$ cat src/verilog/mhp_pkg.sv
`default_nettype none

package mhp_pkg;

  //////////////////////////////
  // buffer geometry
  //////////////////////////////
  localparam int FRAME_AW   = 11;
  localparam int FRAME_SIZE = 1 << FRAME_AW;

  //////////////////////////////
  // message layout and types
  //////////////////////////////
  // src, dst, size, type
  localparam int HDR_LEN = 7;

  localparam logic [7:0] TYPE_PING = 8'h01;
  localparam logic [7:0] TYPE_ECHO = 8'h05;
  // set in the type byte of every answer
  localparam logic [7:0] REPLY_BIT = 8'h80;

  // big-endian on the wire, src first
  typedef struct packed {
    logic [15:0] src;
    logic [15:0] dst;
    logic [15:0] size;
    logic [7:0]  dtype;
  } frame_hdr_t;

  // one buffer access from a datapath unit
  typedef struct packed {
    logic [FRAME_AW-1:0] addr;
    logic                we;
    logic [7:0]          wdata;
  } mem_req_t;

  // who drives the buffer port
  typedef enum logic [2:0] {
    OWN_RX,
    OWN_PARSE,
    OWN_BUILD,
    OWN_SUM,
    OWN_TX
  } owner_e;

endpackage

`default_nettype wire

$ cat src/verilog/header_parser.sv
`timescale 1ns/1ps
`default_nettype none

module header_parser import mhp_pkg::*; (
  input  logic                i_clk,
  input  logic                i_rst,
  input  logic                i_start,
  input  logic [7:0]          i_rdata,
  input  logic [FRAME_AW-1:0] i_len,
  output mem_req_t            o_req,
  output frame_hdr_t          o_hdr,
  output logic                o_len_ok,
  output logic                o_done
);

  logic        busy;
  logic        phase;
  logic [2:0]  idx;
  logic [16:0] hdr_plus_size;

  // address 0 is already on the port in the start cycle
  always_ff @(posedge i_clk) begin
    if (i_rst) begin
      busy   <= 1'b0;
      phase  <= 1'b0;
      idx    <= '0;
      o_done <= 1'b0;
    end else begin
      o_done <= 1'b0;
      if (i_start) begin
        busy  <= 1'b1;
        phase <= 1'b1;
        idx   <= '0;
      end else if (busy) begin
        phase <= !phase;
        if (phase) begin
          if (idx == 3'd6) begin
            busy   <= 1'b0;
            idx    <= '0;
            o_done <= 1'b1;
          end else begin
            idx <= idx + 1'b1;
          end
        end
      end
    end
  end

  // bytes shift in msb first
  always_ff @(posedge i_clk) begin
    if (busy && phase) begin
      o_hdr <= {o_hdr[$bits(frame_hdr_t)-9:0], i_rdata};
    end
  end

  always_comb begin
    o_req.addr  = FRAME_AW'(idx);
    o_req.we    = 1'b0;
    o_req.wdata = '0;
  end

  assign hdr_plus_size = 17'(HDR_LEN) + {1'b0, o_hdr.size};
  assign o_len_ok = (i_len >= FRAME_AW'(HDR_LEN)) && ({6'b0, i_len} == hdr_plus_size);

endmodule

`default_nettype wire

$ cat config.mk
export PLATFORM = sky130hd
export DESIGN_NAME = header_parser
export DESIGN_NICKNAME = d
export VERILOG_FILES = /design/src/verilog/mhp_pkg.sv /design/src/verilog/header_parser.sv
export SDC_FILE = /design/constraint.sdc
export NUM_CORES = 1
export LEC_CHECK = 0
export BUFFER_PORTS_ARGS = -buffer_cell sky130_fd_sc_hd__buf_4
export CAP_MARGIN = 0
export CORE_MARGIN = 10
export CORE_UTILIZATION = 44
export CTS_CLUSTER_SIZE = 16
export DETAILED_ROUTE_END_ITERATION = 8
export PLACE_DENSITY = 0.82
export SLEW_MARGIN = 10
export SYNTH_ARGS = -nofsm -noshare
export SYNTH_HDL_FRONTEND = slang
export SYNTH_SLANG_ARGS = --single-unit
$ cat constraint.sdc
create_clock -name i_clk -period 2.5 [get_ports i_clk]
set_input_delay 0 -clock i_clk [delete_from_list [all_inputs] [get_ports i_clk]]
set_output_delay 0 -clock i_clk [all_outputs]
set_load 0.005 [all_outputs]
==> results of run 1 <==
## worst max-delay path, delay by kind of cell, from the launching register on
family | cells | cell delay [ps]
AND/OR/NAND/NOR | 4 | 1010
flip-flops | 1 | 410
buffers and inverters | 2 | 320
AO/OA/AOI/OAI | 1 | 280
## cell usage in the layout (no fill, tap or decap), types with 5 or more instances in the layout
cell type and n:
buf_4 85, dlygate4sd3_1 11, nand3_1 7, clkbuf_8 9
nor4_1 5, edfxtp_1 56, conb_1 17, dfxtp_1 6
xnor2_1 10, a21oi_1 7, nand2_1 8, xor2_1 6
nor2_1 8
## cells by family (layout without fill, tap and decap cells)
group / Yosys count / count (layout) / synth area share, %
xor gates and xnor gates: 16 / 16 / 5.52
AOI/OAI and AO/OA: 21 / 21 / 5.33
buffers and inverters: 21 / 116 / 5.62
DFF: 62 / 62 / 71.0
and+or+nand+nor: 46 / 46 / 11.9
other: 1 / 17 / 0.148
adders and majority gates: 1 / 1 / 0.493
## per-stage QoR
step / instances / instance area (um2) / setup slack [ps]
2_1_floorplan: 184 / 2600 / 289
3_3_place_gp: 322 / 3200 / 442
3_5_place_dp: 322 / 3200 / 358
4_1_cts: 350 / 3470 / 57.0
5_1_grt: 351 / 3480 / 6.50
6_report: 351 / 3480 / 149
## repair_timing
| action | in CTS | in global routing |
|---|---|---|
| endpoints found under the setup margin | 1 | 1 |
| hold endpoints to repair | 14 | 0 |
| buffers inserted | 2 | 1 |
| hold buffers | 11 | 0 |
| pin swaps | 0 | 1 |
## flip-flops by register name, indices dropped and copies added, names as in the netlist
signal	flops
o_hdr	56
idx	3
o_done	1
busy	1
phase	1
## worst max path at each step
stage / cells past startpoint / start / end / slack, ps
6_report: 7 / o_hdr[8]$_DFFE_PP_ / o_len_ok / 150
5_1_grt: 6 / o_hdr[11]$_DFFE_PP_ / o_len_ok / 6
4_1_cts: 8 / o_hdr[9]$_DFFE_PP_ / o_len_ok / 60
3_5_place_dp: 8 / o_hdr[8]$_DFFE_PP_ / o_len_ok / 360
3_3_place_gp: 8 / o_hdr[8]$_DFFE_PP_ / o_len_ok / 440
2_1_floorplan: 4 / busy$_SDFF_PP0_ / idx[1]$_SDFFE_PP0P_ / 290
## power breakdown
group | internal, uW | switching (uW)
sequential | 1170 | 27.0
combinational | 94.1 | 81.3
clock | 346 | 332
total | 1610 | 441
## layout make-up
cell class	instances	area share (%)
flip-flops and latches	62	51.8
repair buffers	97	22.1
clock buffers	12	3.89
inverters	4	0.432
multi-input cells	101	18.8
well taps	72	2.59
clock inverters	3	0.360
## layer usage
layer	vias up	GRT usage, %	wire [um]	share of wire (%)
li1	822	-	-	-
met3	17	7.94	922	15
met2	98	21.3	2810	46
met1	807	13.0	2170	36
met5	-	0	0	0
met4	0	7.37	148	2.4
==> results.json, run 1 <==
{
  "clock_latency_ps": 330,
  "hold_depth": 2,
  "ys_warn_count": 0,
  "ioPinCount": 100,
  "min_period_ps": 2350,
  "power_uw": 2050,
  "r2r-start": "phase$_SDFFE_PP0P_",
  "final_core_util_pct": 62.7,
  "start_util_pct": 45.8,
  "grt_setup_unrepaired": "no",
  "ys_types": 35,
  "yosysMostFrequentCell": "edfxtp_1",
  "gp_congestion": 0.861,
  "synth_area_um2": 2540,
  "wl_mm": 6.06,
  "arrival_ps": 2350,
  "drive_gt1_share_pct": 38.0,
  "hpwl_mm": 4.43,
  "root_buffer": "clkbuf_8",
  "leakage_uw": 0.00134,
  "hold_start": "i_rdata[2]",
  "setup_viol": 0,
  "route.detailed.drc": 0,
  "antenna_found_initial": 0,
  "r2r_slack_ps": 890,
  "seq_area_frac_synth_pct": 71.0,
  "reg2reg_to": "idx[2]$_SDFFE_PP0P_",
  "fp.dieW_um": 95.9,
  "multi_input_area_um2": 653,
  "nNetsFinal": 298,
  "startpoint_type": "flop",
  "drtIter0Drc": 53,
  "via_per_inst": 4.97,
  "finalCritPeriodShare_pct": 94.0,
  "status": "finished clean",
  "reg2reg_depth": 4,
  "rows": 27,
  "grt-ovfl-total": 0,
  "ys.flop_type": "edfxtp_1",
  "synth_top_area_share_pct": 66.3,
  "cts_buffers": 9,
  "drtAntennaViolNets": 0,
  "clock_path_buffers": 2,
  "min-delay-path-class": "input pin to flop",
  "synth_seq_cells": 62,
  "cap_viol_max_count": 0,
  "crit_type": "flop to primary output",
  "async_reset_ff_share_pct": 0,
  "cp_cell_sequence": "buf_4, nor3_4, nor4_4, or3_1, a211o_1, nor4_2, buf_4",
  "worst_setup_path_end_kind": "primary output",
  "grt_pass1_wl_mm": 9.14,
  "vias": 1744,
  "firstDrtPassIters": 4,
  "synth_area_leaders": "edfxtp_1, buf_4, dfxtp_1",
  "ir_worst_vdd_mv": 0.364,
  "synth_top_area_cell": "edfxtp_1",
  "powerDensity_nw_per_um2": 589,
  "area_growth_pct": 37.0,
  "synth_edf_count": 56,
  "synth.avg_cell_area_um2": 15.1,
  "grt_max_degree": 40,
  "synth_cells": 168,
  "dieArea_um2": 9200,
  "drv_slew": 0,
  "worst_hold_path.endpoint": "o_hdr[2]$_DFFE_PP_",
  "core_region_area_um2": 5540,
  "hold_violations": 0,
  "synth_commonest_cells": "edfxtp_1, buf_4, xnor2_1, nand2_1, nor2_1",
  "crit_path_top_delay_cell": "edfxtp_1",
  "holdWs_ps": 381,
  "io_buffers": 82,
  "cp_max_fo": 4,
  "crit_required_ps": 2500,
  "cts.reportedPaths.clkPinSlew_ps": 60,
  "setup_tns_ps": 0,
  "h-tree-depth": 3,
  "post_drt_wl_per_cell_um": 17.3,
  "cp_common_cell": "buf_4",
  "diodes": 0,
  "gr-usage-all-layers_pct": 13.2,
  "cts_sinks": 62,
  "crit_path_max_incr_delay_ps": 410,
  "postCtsResizedCells": 0,
  "fp.dieH_um": 95.9,
  "seqCellArea_um2": 1800,
  "nFillCells": 440,
  "grt_pass1_vias": 1850,
  "cts_tree": "done",
  "skew_ps": 4.48,
  "max_clock_freq_ghz": 0.425
}
(Power assumes the default switching activity.)
==> run 2, diff against run 1 <==
==> constraint.sdc (replaced) <==
create_clock -name i_clk -period 2.5 [get_ports i_clk]
set_input_delay 0.375 -clock i_clk [delete_from_list [all_inputs] [get_ports i_clk]]
set_output_delay 0.375 -clock i_clk [all_outputs]
set_load 0.005 [all_outputs]
==> results.json, run 2 (synthesis results as in run 1) <==
{
  "status": "finished with violations",
  "violations": "setup timing",
  "r2r_slack_ps": 1000,
  "via_per_inst": 4.97,
  "regMostFlops": "o_hdr",
  "timing.final.ws_setup_ps": -122,
  "mostFrequentLayoutCells": "buf_4, edfxtp_1, conb_1",
  "nNetsFinal": 293,
  "timing.slew.headroom_pct": 63.5,
  "area_growth_pct": 39.3,
  "route.detailed.drc": 0,
  "rows": 27,
  "core_region_area_um2": 5540,
  "hold_buffers": 0,
  "powerDensity_nw_per_um2": 648,
  "dieArea_um2": 9200,
  "largest_reg_flops": 56,
  "holdWs_ps": 214,
  "nFillCells": 423,
  "cts_sinks": 62,
  "setup_viol": 1,
  "drive_gt1_share_pct": 45.1,
  "grt_max_degree": 40,
  "cp_max_fo": 3,
  "finalCritPeriodShare_pct": 105,
  "crit_path_top_delay_cell": "edfxtp_1",
  "worst_setup_path_end_kind": "primary output",
  "reg2reg_to": "idx[1]$_SDFFE_PP0P_",
  "antenna_found_initial": 0,
  "tightest_slew_ps": 543,
  "post_drt_wl_per_cell_um": 16.7,
  "ioPinCount": 100,
  "p_sw_uw": 481,
  "p_comb_share_pct": 7.6,
  "hold_depth": 1,
  "seq_power_share_pct": 52.0,
  "max_clock_freq_ghz": 0.381,
  "dpl-instance-area_um2": 3220,
  "crit_type": "flop to primary output",
  "hpwl_mm": 4.38,
  "drtAntennaViolNets": 0,
  "gp_congestion": 0.906,
  "worst_hold_path.endpoint": "o_hdr[7]$_DFFE_PP_",
  "h-tree-depth": 3,
  "io_buffers": 82,
  "min_period_ps": 2620,
  "drv_slew": 0,
  "switching_share_pct": 21.0,
  "grt_setup_unrepaired": "yes",
  "ir_worst_vdd_mv": 0.435,
  "cts_buffers": 9,
  "cts.reportedPaths.clkPinSlew_ps": 70,
  "min-delay-path-class": "input pin to flop",
  "grt_pass1_vias": 1783,
  "grt_pass1_wl_mm": 8.73,
  "hold_violations": 0,
  "leakage_uw": 0.00136,
  "cp_cell_sequence": "buf_6, nor3_4, nor4_4, or3_1, a211o_1, nor4_2, buf_4",
  "drtIter0Drc": 87,
  "skew_ps": 5.64,
  "start_util_pct": 45.8,
  "final_area_um2": 3530,
  "clock_latency_ps": 330,
  "p_int_uw": 1810,
  "startpoint_type": "flop",
  "clockPowerShare_pct": 40.4,
  "root_buffer": "clkbuf_8",
  "arrival_ps": 2250,
  "final_common_cell": "buf_4",
  "diodes": 0,
  "final_core_util_pct": 63.8,
  "reg2reg_depth": 4,
  "top_regs": "o_hdr (56), idx (3)",
  "hold_start": "i_rdata[7]",
  "r2r-start": "phase$_SDFFE_PP0P_",
  "crit_required_ps": 2120,
  "fp.dieW_um": 95.9,
  "cts_tree": "done",
  "crit_path_max_incr_delay_ps": 420,
  "firstDrtPassIters": 4,
  "vias": 1723,
  "cap_viol_max_count": 0,
  "wl_mm": 5.80,
  "fp.dieH_um": 95.9,
  "clock_path_buffers": 2,
  "gr-usage-all-layers_pct": 12.6,
  "grt-ovfl-total": 0
}
-- run 2: cell count changes in the layout (fill, tap and decap cells not counted), sizes merged --
cell and delta:
buf +6, bufinv +2, clkbuf -3, clkinvlp +2, dlygate4sd3 -11
-- run 2: worst max-delay path by stage --
stage,startpoint,to,slack (ps)
global placement,o_hdr[8]$_DFFE_PP_,o_len_ok,220
CTS,o_hdr[9]$_DFFE_PP_,o_len_ok,-160
global route,o_hdr[8]$_DFFE_PP_,o_len_ok,-310
floorplan,busy$_SDFF_PP0_,idx[1]$_SDFFE_PP0P_,290
detailed placement,o_hdr[8]$_DFFE_PP_,o_len_ok,140
finish,o_hdr[8]$_DFFE_PP_,o_len_ok,-120
-- run 2: worst max-delay path: cells and delay by family (launching register included) --
kind | cells | cell delay (ps)
compound gates | 1 | 320
buf+inv | 2 | 310
flops | 1 | 420
simple gates | 4 | 860
-- run 2: layout make-up --
class                   instances  area (um2)  share of cell area (%)
multi-input cells             101         703                    19.9
repair buffers                 92         711                    20.1
well taps                      72        90.1                    2.55
flip-flops and latches         62        1800                    51.0
clock buffers                   9         124                    3.51
clock inverters                 7        88.8                    2.51
inverters                       4        15.0                   0.425
-- run 2: power groups by stage --
stage	clock network [uW]	registers [uW]	logic, uW
CTS	951	1190	167
global placement	0	1210	159
global route	995	1200	194
finish	926	1190	174
floorplan	0	1220	79.4
detailed placement	0	1210	162
-- run 2: through the flow --
step           instances  setup slack, ps  power, uW  TNS [ps]
2_1_floorplan        184              289       1300         0
3_3_place_gp         325              218       1370         0
3_5_place_dp         325              140       1380         0
4_1_cts              346             -160       2310      -160
5_1_grt              347             -313       2380      -313
6_report             347             -122       2290      -122
-- run 2: repair_timing --
item,4_1_cts,5_1_grt
buffers inserted,5,1
gates resized for setup,1,10
setup endpoints to repair,1,1
pin swaps,3,8
-- run 2: layer usage --
layer / vias up / track usage (%) / part of all wire [%]
met5: - / 0 / 0
met2: 102 / 18.3 / 44
li1: 810 / - / -
met3: 17 / 8.64 / 16
met1: 794 / 13.1 / 37
met4: 0 / 7.62 / 2.4
==> run 3, diff against run 2 <==
--- a/config.mk
+++ b/config.mk
@@ -8,10 +8,11 @@
 export BUFFER_PORTS_ARGS = -buffer_cell sky130_fd_sc_hd__buf_4
 export CAP_MARGIN = 0
 export CORE_MARGIN = 10
-export CORE_UTILIZATION = 44
+export CORE_UTILIZATION = 48
 export CTS_CLUSTER_SIZE = 16
 export DETAILED_ROUTE_END_ITERATION = 8
-export PLACE_DENSITY = 0.82
+export PLACE_DENSITY = 0.88
+export SETUP_SLACK_MARGIN = 0.05
 export SLEW_MARGIN = 10
 export SYNTH_ARGS = -nofsm -noshare
 export SYNTH_HDL_FRONTEND = slang
==> results.json, run 3 (synthesis results as in run 1) <==
{
  "gp_congestion": 0.833,
  "antenna_found_initial": 0,
  "cts.reportedPaths.clkPinSlew_ps": 70,
  "via_per_inst": 5.04,
  "largest_reg_flops": 56,
  "grtUsageMet2_pct": 20.9,
  "core_region_area_um2": 5110,
  "final_core_util_pct": 68.2,
  "final_common_cell": "buf_4",
  "status": "finished with violations",
  "dieArea_um2": 8590,
  "hold_violations": 0,
  "startpoint_type": "flop",
  "leakage_uw": 0.00135,
  "drtAntennaViolNets": 0,
  "arrival_ps": 2280,
  "timing.final.ws_setup_ps": -153,
  "min-delay-path-class": "input pin to flop",
  "fp.dieW_um": 92.7,
  "vias": 1745,
  "root_buffer": "clkbuf_8",
  "cts_buffers": 9,
  "use_met3_pct": 7.75,
  "diodes": 0,
  "cts_sinks": 62,
  "nFillCells": 383,
  "power_uw": 2190,
  "grt_pass1_vias": 1848,
  "crit_required_ps": 2120,
  "route.detailed.drc": 0,
  "cts_tree": "done",
  "post_drt_wl_per_cell_um": 17.0,
  "hpwl_mm": 4.38,
  "finalCritPeriodShare_pct": 106,
  "min_period_ps": 2650,
  "drive_gt1_share_pct": 44.6,
  "setup_viol": 1,
  "ir_worst_vdd_mv": 0.465,
  "hold_buffers": 0,
  "drtIter0Drc": 79,
  "gr-max-usage-layer": "met2",
  "clock_latency_ps": 330,
  "fp.dieH_um": 92.7,
  "mostFrequentLayoutCells": "buf_4, edfxtp_1, conb_1",
  "crit_type": "flop to primary output",
  "io_buffers": 82,
  "nNetsFinal": 294,
  "cap_viol_max_count": 0,
  "dpl-instance-area_um2": 3200,
  "drv_slew": 0,
  "max_clock_freq_ghz": 0.377,
  "area_growth_pct": 37.2,
  "grt_max_degree": 41,
  "violations": "setup timing",
  "grt-ovfl-total": 0,
  "grt_pass1_wl_mm": 9.11,
  "skew_ps": 5.87,
  "firstDrtPassIters": 4,
  "powerDensity_nw_per_um2": 628,
  "regMostFlops": "o_hdr",
  "top_regs": "o_hdr (56), idx (3)",
  "clock_path_buffers": 2,
  "worst_setup_path_end_kind": "primary output",
  "gr-usage-all-layers_pct": 13.6,
  "grt_setup_unrepaired": "yes",
  "h-tree-depth": 3,
  "rows": 26,
  "wl_mm": 5.89,
  "final_area_um2": 3480,
  "cp_max_fo": 3,
  "ioPinCount": 100,
  "start_util_pct": 49.7,
  "grtUsageMet1_pct": 14.3
}
run 3: cell count changes in the layout (fill, tap and decap cells not counted), sizes merged:
| cell | delta |
|---|---|
| buf | +1 |
| bufinv | -1 |
| clkinv | +1 |
run 3: layout make-up:
class	count	area, um2	area share [%]
Sequential cell	62	1800	51.7
Timing Repair Buffer	93	722	20.7
Multi-Input combinational cell	101	667	19.2
Clock buffer	9	124	3.56
Tap cell	70	87.6	2.52
Clock inverter	7	65.1	1.87
Inverter	4	15.0	0.431
run 3: timing repair:
action | CTS | global route
setup buffers | 5 | 4
pin swaps | 3 | 3
endpoints found under the setup margin | 1 | 1
resized for setup | 1 | 6
endpoints found under the hold margin | 0 | 0
run 3: per-stage QoR:
stage	hold WS (ps)	worst slack [ps]	setup TNS [ps]	instances
after floorplan	447	289	0	184
after global placement	430	140	0	321
after detailed placement	435	57.2	0	321
after CTS	202	-127	-127	342
after global routing	204	-270	-270	346
final	213	-153	-153	346
run 3: report_power, final:
part | switching (uW) | leakage (uW) | internal, uW
logic | 83.2 | 0.000689 | 88.2
clock network | 372 | 0.0000948 | 452
registers | 25.0 | 0.000563 | 1170
run 3: path summary, 6_finish.rpt:
kind,startpoint,endpoint,slack [ps],cells after the start
max,o_hdr[8]$_DFFE_PP_,o_len_ok,-150,8
min,i_rdata[2],o_hdr[2]$_DFFE_PP_,210,1
max reg2reg,busy$_SDFF_PP0_,o_hdr[20]$_DFFE_PP_,1000,3
min reg2reg,o_hdr[0]$_DFFE_PP_,o_hdr[8]$_DFFE_PP_,450,0
run 3: worst max-delay path: stages (launching register included):
cell and delay, ps:
edfxtp_1 430, buf_6 150, nor3_4 180, buf_6 150, nor4_4 40, or3_1 310
a211o_1 280, nor4_2 260, buf_4 150
run 3: metal layers:
metal  up-vias  share of wire [%]
li1        809                  -
met1       816                 39
met2       104                 45
met3        16                 13
met4         0                2.4
met5         -                  0
